File: config.mk
export PLATFORM = sky130hd
export DESIGN_NAME = fetch_frontend
export DESIGN_NICKNAME = d
export VERILOG_FILES = /design/src/hw/fetch_pkg.sv /design/src/hw/branch_predict.sv /design/src/hw/fetch_buffer.sv /design/src/hw/fetch_frontend.sv /design/src/hw/instr_scan.sv /design/src/hw/pc_gen.sv /design/src/hw/return_stack.sv
export SDC_FILE = /design/constraint.sdc
export NUM_CORES = 1
export LEC_CHECK = 0
export BUFFER_PORTS_ARGS = -buffer_cell sky130_fd_sc_hd__clkbuf_2
export CAP_MARGIN = 20
export CORE_UTILIZATION = 40
export CTS_BUF_LIST = sky130_fd_sc_hd__clkbuf_4
export CTS_CLUSTER_SIZE = 25
export DETAILED_ROUTE_END_ITERATION = 8
export PLACE_DENSITY_LB_ADDON = 0.08
export SYNTH_ARGS = -nofsm -noshare
export SYNTH_HDL_FRONTEND = slang
export SYNTH_SLANG_ARGS = --single-unit
File: constraint.sdc
create_clock -name clk_i -period 12.2 [get_ports clk_i]
set_input_delay 0.61 -clock clk_i [delete_from_list [all_inputs] [get_ports clk_i]]
set_output_delay 0.61 -clock clk_i [all_outputs]
set_load 0.005 [all_outputs]
File: src/hw/fetch_pkg.sv
/*
 * shared widths and sizes of the instruction fetch frontend
 * RISC-V opcode and control-flow kind encodings
 */
package fetch_pkg;

  // --------------------------------------------------------------------------
  // datapath widths
  // --------------------------------------------------------------------------
  localparam int unsigned ADDR_W            = 32;
  localparam int unsigned INSTR_W           = 32;
  // one fetch block holds two uncompressed instructions
  localparam int unsigned SLOTS             = 2;
  localparam int unsigned BLOCK_W           = 64;
  localparam int unsigned BLOCK_OFFSET_BITS = 3;
  localparam int unsigned INSTR_BYTES       = 4;

  // --------------------------------------------------------------------------
  // storage sizes
  // --------------------------------------------------------------------------
  localparam int unsigned RAS_DEPTH = 4;
  localparam int unsigned BUF_DEPTH = 2;
  // occupancy counter, queued blocks plus the in-flight request
  localparam int unsigned BUF_CNT_W = $clog2(BUF_DEPTH + 1);

  // link registers ra and t0, used for call and return detection
  localparam logic [4:0] REG_RA = 5'd1;
  localparam logic [4:0] REG_T0 = 5'd5;

  // major opcodes that change control flow, all others are ordinary
  typedef enum logic [6:0] {
    OPC_BRANCH = 7'b1100011,
    OPC_JAL    = 7'b1101111,
    OPC_JALR   = 7'b1100111
  } rv_opcode_e;

  // control-flow kind reported by the scanner for one slot
  typedef enum logic [2:0] {
    CF_NONE,
    CF_BRANCH,
    CF_JUMP,
    CF_JALR,
    CF_RETURN
  } cf_kind_e;

endpackage

File: src/hw/branch_predict.sv
/*
 * static control-flow prediction for the block at the head of the buffer
 * selects the winning slot, forms its target and drives the return stack
 */
`timescale 1ns/1ns

module branch_predict (
  input  logic                                          clk_i,
  input  logic                                          rst_ni,
  input  logic                                          flush_i,
  input  logic [fetch_pkg::ADDR_W-1:0]                  block_pc_i,
  input  fetch_pkg::cf_kind_e [fetch_pkg::SLOTS-1:0]    cf_kind_i,
  input  logic [fetch_pkg::SLOTS-1:0]                   is_call_i,
  input  logic [fetch_pkg::SLOTS-1:0][fetch_pkg::ADDR_W-1:0] offset_i,
  input  logic                                          consumed_i,
  output logic                                          predict_taken_o,
  output logic [fetch_pkg::ADDR_W-1:0]                  predict_target_o,
  output logic [fetch_pkg::SLOTS-1:0]                   mask_o
);

  logic                         ras_push;
  logic                         ras_pop;
  logic                         ras_valid;
  logic [fetch_pkg::ADDR_W-1:0] ras_data;
  logic [fetch_pkg::ADDR_W-1:0] ras_top;
  logic [fetch_pkg::ADDR_W-1:0] slot_pc;
  logic                         found;
  logic                         scan;
  logic                         take;

  // --------------------------------------------------------------------------
  // slot selection, lowest slot wins
  // --------------------------------------------------------------------------
  always_comb begin
    predict_taken_o  = 1'b0;
    predict_target_o = '0;
    mask_o           = '1;
    ras_push         = 1'b0;
    ras_pop          = 1'b0;
    ras_data         = '0;
    slot_pc          = block_pc_i;
    found            = 1'b0;
    scan             = 1'b1;
    take             = 1'b0;
    for (int i = 0; i < fetch_pkg::SLOTS; i++) begin
      slot_pc = block_pc_i + (i * fetch_pkg::INSTR_BYTES);
      take    = 1'b0;
      if (found) begin
        // wrong path behind a taken control flow
        mask_o[i] = 1'b0;
      end else if (scan) begin
        // link address of a call, stack only changes when decode takes the block
        if (is_call_i[i]) begin
          ras_push = consumed_i;
          ras_data = slot_pc + fetch_pkg::INSTR_BYTES;
        end
        case (cf_kind_i[i])
          fetch_pkg::CF_JUMP:   take = 1'b1;
          // backward taken, forward not taken
          fetch_pkg::CF_BRANCH: take = offset_i[i][fetch_pkg::ADDR_W-1];
          fetch_pkg::CF_RETURN: begin
            take = ras_valid;
            scan = ras_valid;
          end
          // unpredicted indirect jump, later slots are left to the backend
          fetch_pkg::CF_JALR:   scan = 1'b0;
          default: ;
        endcase
        if (take) begin
          found           = 1'b1;
          predict_taken_o = 1'b1;
          if (cf_kind_i[i] == fetch_pkg::CF_RETURN) begin
            predict_target_o = ras_top;
            ras_pop          = consumed_i;
          end else begin
            predict_target_o = slot_pc + offset_i[i];
          end
        end
      end
    end
  end

  return_stack #(
    .Depth (fetch_pkg::RAS_DEPTH)
  ) i_return_stack (
    .clk_i       (clk_i),
    .rst_ni      (rst_ni),
    .flush_i     (flush_i),
    .push_i      (ras_push),
    .pop_i       (ras_pop),
    .data_i      (ras_data),
    .top_valid_o (ras_valid),
    .top_o       (ras_top)
  );

endmodule

File: src/hw/fetch_buffer.sv
/*
 * in-flight request tracking and two-entry queue of fetched blocks
 * derives slot validity from the request address
 */
`timescale 1ns/1ns

module fetch_buffer (
  input  logic                            clk_i,
  input  logic                            rst_ni,
  input  logic                            req_accept_i,
  input  logic [fetch_pkg::ADDR_W-1:0]    req_addr_i,
  input  logic                            rvalid_i,
  input  logic [fetch_pkg::BLOCK_W-1:0]   rdata_i,
  input  logic                            buf_flush_i,
  input  logic                            buf_flush_head_i,
  input  logic                            decode_ready_i,
  output logic [fetch_pkg::BUF_CNT_W-1:0] buf_space_o,
  output logic                            block_consumed_o,
  output logic                            valid_o,
  output logic [fetch_pkg::ADDR_W-1:0]    pc_o,
  output logic [fetch_pkg::BLOCK_W-1:0]   instr_o,
  output logic [fetch_pkg::SLOTS-1:0]     slot_valid_o
);

  // in-flight request, the cache answers one cycle after acceptance
  logic                                     inflight_q;
  logic                                     kill_q;
  logic [fetch_pkg::ADDR_W-1:0]             inflight_addr_q;

  // block queue
  logic [fetch_pkg::ADDR_W-1:0]             pc_q   [fetch_pkg::BUF_DEPTH];
  logic [fetch_pkg::BLOCK_W-1:0]            data_q [fetch_pkg::BUF_DEPTH];
  logic [fetch_pkg::SLOTS-1:0]              sv_q   [fetch_pkg::BUF_DEPTH];
  logic [fetch_pkg::BUF_CNT_W-1:0]          count_q;
  logic [$clog2(fetch_pkg::BUF_DEPTH)-1:0]  rd_ptr_q;
  logic [$clog2(fetch_pkg::BUF_DEPTH)-1:0]  wr_ptr;
  logic                                     wr_en;
  logic [$clog2(fetch_pkg::SLOTS)-1:0]      first_slot;
  logic [fetch_pkg::SLOTS-1:0]              new_sv;

  // drop a response that is killed or arrives during a redirect
  assign wr_en  = rvalid_i && inflight_q && !kill_q && !buf_flush_i;
  assign wr_ptr = rd_ptr_q + count_q[$clog2(fetch_pkg::BUF_DEPTH)-1:0];

  // slots below the entry point of the request are not executed
  assign first_slot = inflight_addr_q[fetch_pkg::BLOCK_OFFSET_BITS-1 -: $clog2(fetch_pkg::SLOTS)];
  always_comb begin
    for (int i = 0; i < fetch_pkg::SLOTS; i++) begin
      new_sv[i] = (i >= int'(first_slot));
    end
  end

  assign valid_o          = (count_q != '0);
  assign block_consumed_o = valid_o && decode_ready_i;
  assign pc_o             = pc_q[rd_ptr_q];
  assign instr_o          = data_q[rd_ptr_q];
  assign slot_valid_o     = valid_o ? sv_q[rd_ptr_q] : '0;
  assign buf_space_o      = count_q + inflight_q;

  always_ff @(posedge clk_i or negedge rst_ni) begin
    if (!rst_ni) begin
      inflight_q <= 1'b0;
      kill_q     <= 1'b0;
      count_q    <= '0;
      rd_ptr_q   <= '0;
    end else begin
      inflight_q <= req_accept_i;
      // a request accepted during a redirect belongs to the old stream
      kill_q     <= req_accept_i && buf_flush_i;
      if (block_consumed_o) begin
        rd_ptr_q <= rd_ptr_q + 1'b1;
      end
      if (buf_flush_i) begin
        // everything behind the head goes, the head only on a full flush
        if (buf_flush_head_i || block_consumed_o || !valid_o) begin
          count_q <= '0;
        end else begin
          count_q <= 1'b1;
        end
      end else begin
        count_q <= count_q + wr_en - block_consumed_o;
      end
    end
  end

  always_ff @(posedge clk_i) begin
    if (req_accept_i) begin
      inflight_addr_q <= req_addr_i;
    end
    if (wr_en) begin
      pc_q[wr_ptr]   <= {inflight_addr_q[fetch_pkg::ADDR_W-1:fetch_pkg::BLOCK_OFFSET_BITS],
                         {fetch_pkg::BLOCK_OFFSET_BITS{1'b0}}};
      data_q[wr_ptr] <= rdata_i;
      sv_q[wr_ptr]   <= new_sv;
    end
  end

  // requests are throttled in pc_gen so every response finds a free entry
  assert property (@(posedge clk_i) disable iff (!rst_ni)
    rvalid_i |-> (count_q < fetch_pkg::BUF_DEPTH))
    else $error("fetch response while the block queue is full");

endmodule

File: src/hw/fetch_frontend.sv
/*
 * instruction fetch frontend top level
 * PC generation, block buffer, slot scanners and static prediction
 */
`timescale 1ns/1ns

module fetch_frontend (
  input  logic                          clk_i,
  input  logic                          rst_ni,
  input  logic [fetch_pkg::ADDR_W-1:0]  boot_addr_i,
  // cache side, the ready is shared with decode
  output logic                          fetch_req_o,
  output logic [fetch_pkg::ADDR_W-1:0]  fetch_addr_o,
  input  logic                          fetch_ready_i,
  input  logic                          fetch_rvalid_i,
  input  logic [fetch_pkg::BLOCK_W-1:0] fetch_rdata_i,
  // decode side
  output logic                          fetch_valid_o,
  output logic [fetch_pkg::ADDR_W-1:0]  fetch_pc_o,
  output logic [fetch_pkg::BLOCK_W-1:0] fetch_instr_o,
  output logic [fetch_pkg::SLOTS-1:0]   fetch_slot_valid_o,
  output logic                          fetch_taken_o,
  output logic [fetch_pkg::ADDR_W-1:0]  fetch_target_o,
  // backend mispredict
  input  logic                          resolve_valid_i,
  input  logic [fetch_pkg::ADDR_W-1:0]  resolve_target_i
);

  logic [fetch_pkg::ADDR_W-1:0]                       req_pc;
  logic                                               req_accept;
  logic [fetch_pkg::BUF_CNT_W-1:0]                    buf_space;
  logic                                               buf_flush;
  logic                                               buf_flush_head;
  logic                                               block_consumed;
  logic [fetch_pkg::SLOTS-1:0]                        buf_slot_valid;
  logic [fetch_pkg::SLOTS-1:0]                        predict_mask;
  fetch_pkg::cf_kind_e [fetch_pkg::SLOTS-1:0]         cf_kind;
  logic [fetch_pkg::SLOTS-1:0]                        is_call;
  logic [fetch_pkg::SLOTS-1:0][fetch_pkg::ADDR_W-1:0] offset;

  assign req_accept         = fetch_req_o && fetch_ready_i;
  // slots behind a taken control flow are hidden from decode
  assign fetch_slot_valid_o = buf_slot_valid & predict_mask;

  pc_gen i_pc_gen (
    .clk_i            (clk_i),
    .rst_ni           (rst_ni),
    .boot_addr_i      (boot_addr_i),
    .fetch_ready_i    (fetch_ready_i),
    .buf_space_i      (buf_space),
    .block_consumed_i (block_consumed),
    .predict_taken_i  (fetch_taken_o),
    .predict_target_i (fetch_target_o),
    .resolve_valid_i  (resolve_valid_i),
    .resolve_target_i (resolve_target_i),
    .fetch_req_o      (fetch_req_o),
    .fetch_addr_o     (fetch_addr_o),
    .req_pc_o         (req_pc),
    .buf_flush_o      (buf_flush),
    .buf_flush_head_o (buf_flush_head)
  );

  fetch_buffer i_fetch_buffer (
    .clk_i            (clk_i),
    .rst_ni           (rst_ni),
    .req_accept_i     (req_accept),
    .req_addr_i       (req_pc),
    .rvalid_i         (fetch_rvalid_i),
    .rdata_i          (fetch_rdata_i),
    .buf_flush_i      (buf_flush),
    .buf_flush_head_i (buf_flush_head),
    .decode_ready_i   (fetch_ready_i),
    .buf_space_o      (buf_space),
    .block_consumed_o (block_consumed),
    .valid_o          (fetch_valid_o),
    .pc_o             (fetch_pc_o),
    .instr_o          (fetch_instr_o),
    .slot_valid_o     (buf_slot_valid)
  );

  // one scanner per slot, slot 0 in the low word
  for (genvar g = 0; g < fetch_pkg::SLOTS; g++) begin : gen_scan
    instr_scan i_instr_scan (
      .instr_i      (fetch_instr_o[g*fetch_pkg::INSTR_W +: fetch_pkg::INSTR_W]),
      .slot_valid_i (buf_slot_valid[g]),
      .cf_kind_o    (cf_kind[g]),
      .is_call_o    (is_call[g]),
      .offset_o     (offset[g])
    );
  end

  branch_predict i_branch_predict (
    .clk_i            (clk_i),
    .rst_ni           (rst_ni),
    .flush_i          (buf_flush_head),
    .block_pc_i       (fetch_pc_o),
    .cf_kind_i        (cf_kind),
    .is_call_i        (is_call),
    .offset_i         (offset),
    .consumed_i       (block_consumed),
    .predict_taken_o  (fetch_taken_o),
    .predict_target_o (fetch_target_o),
    .mask_o           (predict_mask)
  );

endmodule

File: src/hw/instr_scan.sv
/*
 * pre-decoder for one 32-bit instruction slot
 * reports control-flow kind, call flag and immediate offset
 */
`timescale 1ns/1ns

module instr_scan (
  input  logic [fetch_pkg::INSTR_W-1:0] instr_i,
  input  logic                          slot_valid_i,
  output fetch_pkg::cf_kind_e           cf_kind_o,
  output logic                          is_call_o,
  output logic [fetch_pkg::ADDR_W-1:0]  offset_o
);

  fetch_pkg::rv_opcode_e            opcode;
  logic [4:0]                       rd;
  logic [4:0]                       rs1;
  logic                             rd_link;
  logic                             rs1_link;
  logic [fetch_pkg::ADDR_W-1:0]     imm_b;
  logic [fetch_pkg::ADDR_W-1:0]     imm_j;
  logic [fetch_pkg::ADDR_W-1:0]     imm_i;

  assign opcode = fetch_pkg::rv_opcode_e'(instr_i[6:0]);
  assign rd     = instr_i[11:7];
  assign rs1    = instr_i[19:15];

  // ra and t0 both count as link registers
  assign rd_link  = (rd == fetch_pkg::REG_RA) || (rd == fetch_pkg::REG_T0);
  assign rs1_link = (rs1 == fetch_pkg::REG_RA) || (rs1 == fetch_pkg::REG_T0);

  // sign-extended immediates, B and J types are in units of two bytes
  assign imm_b = {{(fetch_pkg::ADDR_W - 12){instr_i[31]}}, instr_i[7], instr_i[30:25],
                  instr_i[11:8], 1'b0};
  assign imm_j = {{(fetch_pkg::ADDR_W - 20){instr_i[31]}}, instr_i[19:12], instr_i[20],
                  instr_i[30:21], 1'b0};
  assign imm_i = {{(fetch_pkg::ADDR_W - 12){instr_i[31]}}, instr_i[31:20]};

  always_comb begin
    cf_kind_o = fetch_pkg::CF_NONE;
    is_call_o = 1'b0;
    offset_o  = '0;
    // an empty slot never reports control flow
    if (slot_valid_i) begin
      case (opcode)
        fetch_pkg::OPC_BRANCH: begin
          cf_kind_o = fetch_pkg::CF_BRANCH;
          offset_o  = imm_b;
        end
        fetch_pkg::OPC_JAL: begin
          cf_kind_o = fetch_pkg::CF_JUMP;
          is_call_o = rd_link;
          offset_o  = imm_j;
        end
        fetch_pkg::OPC_JALR: begin
          is_call_o = rd_link;
          offset_o  = imm_i;
          // jalr x0, 0(ra) or 0(t0) is a function return
          if (rd == 5'd0 && rs1_link) begin
            cf_kind_o = fetch_pkg::CF_RETURN;
          end else begin
            cf_kind_o = fetch_pkg::CF_JALR;
          end
        end
        default: ;
      endcase
    end
  end

endmodule

File: src/hw/pc_gen.sv
/*
 * next-PC register, redirect priority and fetch request generation
 */
`timescale 1ns/1ns

module pc_gen (
  input  logic                            clk_i,
  input  logic                            rst_ni,
  input  logic [fetch_pkg::ADDR_W-1:0]    boot_addr_i,
  input  logic                            fetch_ready_i,
  input  logic [fetch_pkg::BUF_CNT_W-1:0] buf_space_i,
  input  logic                            block_consumed_i,
  input  logic                            predict_taken_i,
  input  logic [fetch_pkg::ADDR_W-1:0]    predict_target_i,
  input  logic                            resolve_valid_i,
  input  logic [fetch_pkg::ADDR_W-1:0]    resolve_target_i,
  output logic                            fetch_req_o,
  output logic [fetch_pkg::ADDR_W-1:0]    fetch_addr_o,
  output logic [fetch_pkg::ADDR_W-1:0]    req_pc_o,
  output logic                            buf_flush_o,
  output logic                            buf_flush_head_o
);

  // npc_q keeps the exact target so that the buffer can mask leading slots
  logic [fetch_pkg::ADDR_W-1:0] npc_q;
  logic [fetch_pkg::ADDR_W-1:0] npc_d;
  // boot address not yet loaded
  logic                         boot_load_q;
  logic                         req_accept;
  logic                         taken_redirect;

  assign fetch_addr_o = {npc_q[fetch_pkg::ADDR_W-1:fetch_pkg::BLOCK_OFFSET_BITS],
                         {fetch_pkg::BLOCK_OFFSET_BITS{1'b0}}};
  assign req_pc_o     = npc_q;

  // request while queued blocks plus the in-flight one leave room
  assign fetch_req_o = !boot_load_q && (buf_space_i < fetch_pkg::BUF_DEPTH);
  assign req_accept  = fetch_req_o && fetch_ready_i;

  // a predicted-taken block redirects when decode takes it
  assign taken_redirect   = block_consumed_i && predict_taken_i;
  assign buf_flush_o      = resolve_valid_i || taken_redirect;
  assign buf_flush_head_o = resolve_valid_i;

  // --------------------------------------------------------------------------
  // next PC, mispredict over prediction over sequential
  // --------------------------------------------------------------------------
  always_comb begin
    npc_d = npc_q;
    if (boot_load_q) begin
      npc_d = boot_addr_i;
    end else if (req_accept) begin
      npc_d = fetch_addr_o + (fetch_pkg::SLOTS * fetch_pkg::INSTR_BYTES);
    end
    if (resolve_valid_i) begin
      npc_d = resolve_target_i;
    end else if (taken_redirect) begin
      npc_d = predict_target_i;
    end
  end

  always_ff @(posedge clk_i or negedge rst_ni) begin
    if (!rst_ni) begin
      npc_q       <= '0;
      boot_load_q <= 1'b1;
    end else begin
      npc_q       <= npc_d;
      boot_load_q <= 1'b0;
    end
  end

  // without a redirect, fetch walks forward one aligned block per request
  assert property (@(posedge clk_i) disable iff (!rst_ni)
    (req_accept && !buf_flush_o) |=>
      (fetch_addr_o == $past(fetch_addr_o) + (fetch_pkg::SLOTS * fetch_pkg::INSTR_BYTES)))
    else $error("fetch address did not advance by one block");

endmodule

File: src/hw/return_stack.sv
/*
 * circular return address stack with push, pop and flush
 */
`timescale 1ns/1ns

module return_stack #(
  parameter int unsigned Depth = fetch_pkg::RAS_DEPTH
) (
  input  logic                         clk_i,
  input  logic                         rst_ni,
  input  logic                         flush_i,
  input  logic                         push_i,
  input  logic                         pop_i,
  input  logic [fetch_pkg::ADDR_W-1:0] data_i,
  output logic                         top_valid_o,
  output logic [fetch_pkg::ADDR_W-1:0] top_o
);

  logic [fetch_pkg::ADDR_W-1:0] stack_q [Depth];
  // ptr_q points at the next free entry
  logic [$clog2(Depth)-1:0]     ptr_q;
  logic [$clog2(Depth)-1:0]     next_idx;
  logic [$clog2(Depth)-1:0]     top_idx;
  logic [$clog2(Depth+1)-1:0]   cnt_q;

  // pointer arithmetic wraps around for any depth
  assign next_idx = (ptr_q == $clog2(Depth)'(Depth - 1)) ? '0 : ptr_q + 1'b1;
  assign top_idx  = (ptr_q == '0) ? $clog2(Depth)'(Depth - 1) : ptr_q - 1'b1;

  assign top_valid_o = (cnt_q != '0);
  assign top_o       = stack_q[top_idx];

  always_ff @(posedge clk_i or negedge rst_ni) begin
    if (!rst_ni) begin
      ptr_q <= '0;
      cnt_q <= '0;
    end else if (flush_i) begin
      ptr_q <= '0;
      cnt_q <= '0;
    end else if (push_i) begin
      ptr_q <= next_idx;
      // when full the oldest entry is overwritten, count saturates
      if (cnt_q != $clog2(Depth+1)'(Depth)) begin
        cnt_q <= cnt_q + 1'b1;
      end
    end else if (pop_i && top_valid_o) begin
      ptr_q <= top_idx;
      cnt_q <= cnt_q - 1'b1;
    end
  end

  always_ff @(posedge clk_i) begin
    if (push_i && !flush_i) begin
      stack_q[ptr_q] <= data_i;
    end
  end

  // the predictor only ever acts on one winning slot per block
  assert property (@(posedge clk_i) disable iff (!rst_ni) !(push_i && pop_i))
    else $error("return stack push and pop in the same cycle");

endmodule

==> metrics.md, run 1 <==
| Metric | Value |
|---|---|
| Status | `completed` |
| Nets | `2390` |
| Initial Utilization | `40.6%` |
| Mean Syn Cell Area | `11.6 um2` |
| Commonest register cell after synthesis | `edfxtp_1` |
| Tmin final | `~8 ns` |
| Die width | `231 um` |
| Die ar. | `0.0532 mm2` |
| Detailed Place HPWL | `50.9 mm` |
| Via Count | `16506` |
| Num ports | `approximately 300` |
| Worst-path clk slew | `0.06 ns` |
| Final Slew Violations | `0` |
| RSZ-0062 raised after global routing | `false` |
| Worst Setup Start Kind | `register` |
| Final core occ | `48.3%` |
| Leak Pwr | `9.89 nW` |
| DRC errors left | `0` |
| Finish-stage setup viols | `0` |
| Sequential cell area | `0.0112 mm2` |
| Combinational share of power | `about 28%` |
| Clock share of power | `29.7%` |
| P&R area growth vs syn | `18.9%` |
| Yosys Warn Count | `0` |
| Fillcell total | `approximately 4800` |
| Vias/cell | `5.60` |
| CTS resizes | `0` |
| # port buffers | `286` |
| Fraction of layout cells with a size suffix above 1 | `28.1%` |
| Initial DRC count | `1129` |
| Clock latency on the worst-skew pair | `0.81 ns` |
| Clock root buffer | `clkbuf_4` |
| Hold crit path type | `in2reg` |
| Grt ovf | `0` |
| Synthesized area | `0.0209 mm2` |
| Core Box Area | `0.0515 mm2` |
| Post-synthesis register bit count | `379` |
| CP Max Fanout | `50` |
| Post-synth cell types | `~100` |
| Int Pwr | `2.52 mW` |
| First drt pass iteration count | `6` |
| Max_cap viols | `0` |
| Post-synth EDFFs | `338` |
| Ys async rst share | `10.8%` |
| Seq/Total Area, Yosys | `53.5%` |
| Num rows | `slightly above 80` |
| Max Freq | `123 MHz` |
| Reg power frac | `42.0%` |
| Crit path DAT | `~7.5 ns` |
| Worst slew pin tran | `between 1 and 1.5 ns` |
| Global placer's final weighted congestion | `0.882` |
| Worst setup EP type | `primary output` |
| GRT Overall Usage | `25.4%` |
| Area of the multi-input gates | `0.00901 mm2` |
| Postcts setup bufs | `0` |
| Psw | `1.24 mW` |
| CP required | `11.59 ns` |
| Largest area contributor in the netlist | `edfxtp_1` |
| Largest net degree at the start of global routing | `70` |
| Synth Instances | `1799` |
| Clk sinks | `379` |
| Skew final | `0.0550 ns` |
| Post-synth top area share | `48.5%` |
| CTS tree | `yes` |
| Pwr Total | `3.76 mW` |
| Final wirelength | `67.7 mm` |
| Peak supply drop | `just under 0.00008 V` |
| PwrDens | `between 150 and 200 mW/mm2` |
| Area contributors post-synth | `edfxtp_1 (49%), dfrtp_1 (4.8%), mux2_2 (4.3%)` |
| Die span in y | `~230 um` |
| Clock Tree Buf Depth | `3` |
| Global-route wire length before repair | `100 mm` |
| Final period utilization | `between 60 and 70%` |
| Antenna viol nets, final | `0` |
| Final Hold Viols | `0` |
| WL/cell | `~23 um` |
| H-tree Lvls | `3` |
| Initial antenna violation count | `2` |
| Slew HR | `~26%` |
| Cts bufs inserted | `102` |
| Sw Ratio | `33.0%` |
| Vias in the first global route | `around 16000` |
| Design Area, Final | `0.0249 mm2` |
| Critical path class | `reg2out` |
| Placed Area | `around 0.023 mm2` |
| Fin Setup TNS | `0 ns` |
==> worst max-delay path, cell delays in order (launching register included) <==
cell	delay [ns]
dfrtp_4	0.79
buf_4	0.56
buf_4	0.64
mux2i_1	0.48
inv_1	0.18
nor2_1	0.16
a22oi_1	0.12
nor2_1	0.21
fa_1	0.25
a21o_1	0.12
a21oi_1	0.10
o31ai_1	0.84
a21oi_1	0.32
o31ai_2	0.50
xor2_1	0.25
nor2_1	0.07
o32ai_1	0.77
clkbuf_2	0.25
==> synthesized netlist by cell type, types with 19 or more instances <==
| cell | instances |
|---|---|
| nand2_1 | 168 |
| nor2b_1 | 30 |
| ha_1 | 64 |
| dfrtp_1 | 40 |
| buf_4 | 41 |
| a21oi_1 | 153 |
| mux2i_1 | 26 |
| and3_1 | 20 |
| mux4_2 | 29 |
| edfxtp_1 | 338 |
| o21ai_0 | 87 |
| a21o_1 | 19 |
| nand3_1 | 65 |
| o22ai_1 | 20 |
| xnor2_1 | 41 |
| nor2_1 | 128 |
| xor2_1 | 40 |
| inv_1 | 39 |
| nor3_1 | 25 |
| clkbuf_1 | 33 |
| mux2_2 | 79 |
==> what timing repair did <==
action / CTS / global route
hold buffers: 72 / 0
endpoints found under the hold margin: 175 / 0
endpoints found under the setup margin: 0 / 0
==> layer usage <==
layer / track usage, % / vias up / wire length (um)
li1: - / 7636 / -
met1: 35.6 / 8079 / 30200
met2: 39.6 / 698 / 30900
met3: 4.79 / 93 / 5060
met4: 8.26 / 0 / 1560
met5: 0 / - / 0
==> state kept, by name (all words and copies together) (netlist names) <==
register and flops:
i_fetch_buffer.count_q 2, i_fetch_buffer.sv_q 2, i_pc_gen.boot_load_q 1, i_fetch_buffer.rd_ptr_q 1
i_branch_predict.i_return_stack.ptr_q 2, i_fetch_buffer.inflight_q 1, i_fetch_buffer.inflight_addr_q 30, i_pc_gen.req_pc_o 30
i_fetch_buffer.kill_q 1, i_branch_predict.i_return_stack.cnt_q 3, i_fetch_buffer.data_q 128, i_fetch_buffer.pc_q 58
i_branch_predict.i_return_stack.stack_q 120
==> layout by cell type (no fill, tap or decap), drive strengths merged, types with 19 or more instances in the layout <==
cell type    instances
clkbuf             447
edfxtp             338
nand2              170
a21oi              153
nor2               133
o21ai               94
mux2                80
dlygate4sd3         72
nand3               66
ha                  64
inv                 43
xnor2               41
xor2                40
dfrtp               40
nor2b               30
mux4                29
buf                 27
mux2i               26
nor3                26
o22ai               21
and3                20
a21o                19
clkinv              19
==> power groups by stage <==
| stage | combinational [mW] | sequential [mW] | clock (mW) |
|---|---|---|---|
| detailed placement | 1.04 | 1.61 | 0 |
| global route | 1.15 | 1.59 | 1.22 |
| CTS | 1.06 | 1.58 | 1.15 |
| global placement | 1.03 | 1.60 | 0 |
| floorplan | 0.702 | 1.57 | 0 |
| finish | 1.06 | 1.58 | 1.11 |
==> layout make-up <==
type                            instances  area share (%)
Sequential cell                       379            45.0
Multi-Input combinational cell       1279            36.2
Timing Repair Buffer                  385            9.47
Clock buffer                          161            4.86
Tap cell                              680            3.42
Inverter                               43           0.649
Clock inverter                         19           0.357
Antenna cell                            1          0.0101
==> metrics by stage <==
step | instances | setup slack, ns | hold WS (ns)
3_3_place_gp | 2694 | 4.96 | 0.424
6_report | 2947 | 4.10 | 0.105
4_1_cts | 2946 | 4.09 | 0.00947
3_5_place_dp | 2694 | 4.98 | 0.429
2_1_floorplan | 1806 | 5.19 | 0.314
5_1_grt | 2947 | 3.64 | 0.0493
==> cells by family after synthesis <==
family	Yosys count	share of synthesized area [%]
and+or+nand+nor	536	12.6
buffers and inverters	148	3.73
muxes	135	8.70
DFF	379	53.5
adders and majority gates	67	4.12
other	1	0.0179
xor gates and xnor gates	81	3.39
AOI/OAI and AO/OA	452	14.0
==> final timing paths <==
check	from	to	slack, ns	cells after the start
hold reg to reg	i_fetch_buffer.inflight_addr_q[16]	i_fetch_buffer.pc_q[1][13]	0.43	0
setup / recovery	i_fetch_buffer.rd_ptr_q	fetch_target_o[22]	4.10	17
setup reg to reg	i_fetch_buffer.rd_ptr_q	i_fetch_buffer.data_q[0][14]	4.95	13
hold / removal	resolve_target_i[9]	i_pc_gen.req_pc_o[9]	0.11	3
max in group asynchronous	rst_ni	i_fetch_buffer.rd_ptr_q	11.29	3
min in group asynchronous	rst_ni	i_pc_gen.req_pc_o[6]	0.43	3
Note: power is estimated with default switching activity, not from simulation.
==> run 2, diff against run 1 <==
==> constraint.sdc (replaced) <==
create_clock -name clk_i -period 6.9 [get_ports clk_i]
set_input_delay 0.345 -clock clk_i [delete_from_list [all_inputs] [get_ports clk_i]]
set_output_delay 0.345 -clock clk_i [all_outputs]
set_load 0.005 [all_outputs]
==> run 2 against run 1 <==
  * First-iteration DRC count increased by 24%
  * Sequential share of layout area is 1.3 points lower
  * Non-clock buffer count grew 62
  * Clock-buffer cell count down 9
  * Combinational power rose by 87%
  * Register-to-register slack worse by 4.1 ns
  * Sequential cell count stayed put
  * Critical path type unchanged
  * Via count rose by 1.6%
  * Die area is the same
==> metrics.md, run 2 (synthesis results as in run 1) <==
| Metric | Value |
|---|---|
| Status | `completed (unchanged)` |
| Reg2reg setup slack | `0.85 ns (was 4.95 ns)` |
| Tmin final | `approximately 6.4 ns` |
| Reg2reg start | `i_fetch_buffer.rd_ptr_q (unchanged)` |
| Critical path class | `reg2out (unchanged)` |
| Via Count | `16771 (was 16506)` |
| Post-place setup slack | `1.21 ns (was 4.98 ns)` |
| Design Area, Final | `0.0256 mm2 (was 0.0249 mm2)` |
| Initial antenna violation count | `2 (unchanged)` |
| GRT Overall Usage | `25.7% (was 25.4%)` |
| Clock root buffer | `clkbuf_4 (unchanged)` |
| Die width | `231 um (unchanged)` |
| Global placer's final weighted congestion | `0.920 (was 0.882)` |
| Crit path capture | `fetch_target_o[30] (was fetch_target_o[22])` |
| Worst-path clk slew | `0.07 ns (was 0.06 ns)` |
| R2R Path End | `i_pc_gen.req_pc_o[24] (was i_fetch_buffer.data_q[0][14])` |
| Max_cap viols | `0 (unchanged)` |
| Die span in y | `231 um (unchanged)` |
| Fraction of layout cells with a size suffix above 1 | `27.5% (was 28.1%)` |
| Fin worst setup slack | `0.458 ns (was 4.10 ns)` |
| Cts bufs inserted | `102 (unchanged)` |
| CTS tree | `yes (unchanged)` |
| Crit-path max cell delay | `0.77 ns (was 0.84 ns)` |
| Vias/cell | `5.56 (was 5.60)` |
| Grt ovf | `0 (unchanged)` |
| Final period utilization | `93.4%` |
| Skew final | `0.0518 ns (was 0.0550 ns)` |
| Worst setup EP type | `primary output (unchanged)` |
| Worst Setup Start Kind | `register (unchanged)` |
| Leak Pwr | `10.2 nW (was 9.89 nW)` |
| Clock Tree Buf Depth | `3 (unchanged)` |
| Peak supply drop | `0.000133 V (was 0.0000786 V)` |
| Crit path DAT | `6.10 ns (was 7.49 ns)` |
| Vias in the first global route | `16517 (was 15976)` |
| Die ar. | `0.0532 mm2 (unchanged)` |
| Placed Area | `0.0229 mm2 (was 0.0228 mm2)` |
| Clk sinks | `379 (unchanged)` |
| Global-route wire length before repair | `102 mm (was 100 mm)` |
| Final Slew Violations | `0 (unchanged)` |
| DRC errors left | `0 (unchanged)` |
| # port buffers | `286 (unchanged)` |
| PwrDens | `267 mW/mm2 (was 151 mW/mm2)` |
| Detailed Place HPWL | `51.1 mm (was 50.9 mm)` |
| Biggest register | `i_fetch_buffer.data_q (unchanged)` |
| Largest net degree at the start of global routing | `62 (was 70)` |
| H-tree Lvls | `3 (unchanged)` |
| P&R area growth vs syn | `22.3% (was 18.9%)` |
| Initial DRC count | `1397 (was 1129)` |
| Max FFs per register | `128 (unchanged)` |
| Max Freq | `155 MHz` |
| WHS | `0.102 ns (was 0.105 ns)` |
| RSZ-0062 raised after global routing | `false (unchanged)` |
| CP Max Fanout | `30 (was 50)` |
| Reg2reg path depth | `17 (was 13)` |
| Worst slew pin tran | `1.08 ns (was 1.10 ns)` |
| Commonest non-fill, non-tap cell in the layout | `edfxtp_1 (unchanged)` |
| Slowest stage cell, crit path | `o31ai_1 (unchanged)` |
| Initial Utilization | `40.6% (unchanged)` |
| Clock latency on the worst-skew pair | `0.86 ns (was 0.81 ns)` |
| Fin Setup TNS | `0 ns (unchanged)` |
| Slew HR | `27.9% (was 26.0%)` |
| Final Hold Viols | `0 (unchanged)` |
| Antenna viol nets, final | `0 (unchanged)` |
| Hold crit path type | `in2async (was in2reg)` |
| Finish-stage setup viols | `0 (unchanged)` |
| Core Box Area | `0.0515 mm2 (unchanged)` |
| Top cell by count, worst path | `a21oi_1 (was nor2_1)` |
| Crit-path cells | `mux2_4 > nor2_2 > o21a_1 > o21ai_1 > buf_4 > nor2b_1 > ha_1 > a21oi_1 > o31ai_1 > a21oi_1 > o31ai_2 > o221a_2 > mux2i_1 > nor2_1 > a211o_1 > clkbuf_2 (was buf_4 > buf_4 > mux2i_1 > inv_1 > nor2_1 > a22oi_1 > nor2_1 > fa_1 > a21o_1 > a21oi_1 > o31ai_1 > a21oi_1 > o31ai_2 > xor2_1 > nor2_1 > o32ai_1 > clkbuf_2)` |
| Critical Path Start | `i_fetch_buffer.rd_ptr_q (unchanged)` |
| Num ports | `298 (unchanged)` |
| Most frequent cells in the layout | `edfxtp_1 (338), clkbuf_2 (286), nand2_1 (168) (unchanged)` |
| First drt pass iteration count | `5 (was 6)` |
| Num rows | `83 (unchanged)` |
| Biggest regs | `i_fetch_buffer.data_q x128, i_branch_predict.i_return_stack.stack_q x120, i_fetch_buffer.pc_q x58 (unchanged)` |
| WL/cell | `22.8 um (was 23.0 um)` |
| CP required | `6.55 ns (was 11.59 ns)` |
| Nets | `2452 (was 2390)` |
| Final wirelength | `68.7 mm (was 67.7 mm)` |
## run 2: metal layers
layer	track usage, %	vias up	wire [um]
met3	4.56	79	4320
met1	35.4	8270	31300
met4	8.07	0	1390
met2	41.0	643	31600
li1	-	7779	-
met5	0	-	0
## run 2: what timing repair did
| action | in CTS | in global routing |
|---|---|---|
| buffers inserted | 0 | 1 |
| gates resized for setup | 0 | 1 |
| endpoints found under the setup margin | 0 | 6 |
| endpoints found under the hold margin | 208 | 0 |
| hold buffers | 127 | 0 |
## run 2: final cells by class
| class | instances | area (um2) |
|---|---|---|
| multi-input cells | 1279 | 9010 |
| flip-flops and latches | 379 | 11200 |
| clock buffers | 152 | 1140 |
| well taps | 680 | 851 |
| clock inverters | 36 | 224 |
| repair buffers | 447 | 3000 |
| diodes | 1 | 2.50 |
| inverters | 43 | 161 |
| fillers | 4806 | 25900 |
## run 2: worst min path at each step
| stage | start | endpoint | cells past startpoint |
|---|---|---|---|
| after detailed placement | i_fetch_buffer.inflight_addr_q[18] | i_fetch_buffer.pc_q[0][15] | 0 |
| final | rst_ni | i_pc_gen.req_pc_o[5] | 3 |
| after global routing | rst_ni | i_fetch_buffer.rd_ptr_q | 3 |
| after global placement | i_fetch_buffer.inflight_addr_q[25] | i_fetch_buffer.pc_q[0][22] | 0 |
| after CTS | rst_ni | i_fetch_buffer.rd_ptr_q | 3 |
| after floorplan | rst_ni | i_branch_predict.i_return_stack.cnt_q[0] | 0 |
## run 2: report_power, final
group	switching [mW]	internal, mW	total, mW
logic	1.19	0.792	1.98
clock network	0.973	1.09	2.07
registers	0.122	2.66	2.78
total	2.28	4.54	6.83
## run 2: stage by stage
stage	util, %	power [mW]	std cells
global placement	44.5	4.68	2700
detailed placement	44.5	4.69	2700
finish	49.6	6.83	3017
global route	49.6	7.17	3017
floorplan	-	4.01	1806
CTS	49.6	6.86	3015
## run 2: worst max-delay path, delay by kind of cell, from the launching register on
kind / cells / cell delay [ns]
AO/OA/AOI/OAI: 8 / 2.98
flip-flops: 1 / 0.72
multiplexers: 2 / 0.58
buffers and inverters: 2 / 0.38
AND/OR/NAND/NOR: 3 / 0.32
adder cells (fa/ha/maj): 1 / 0.22
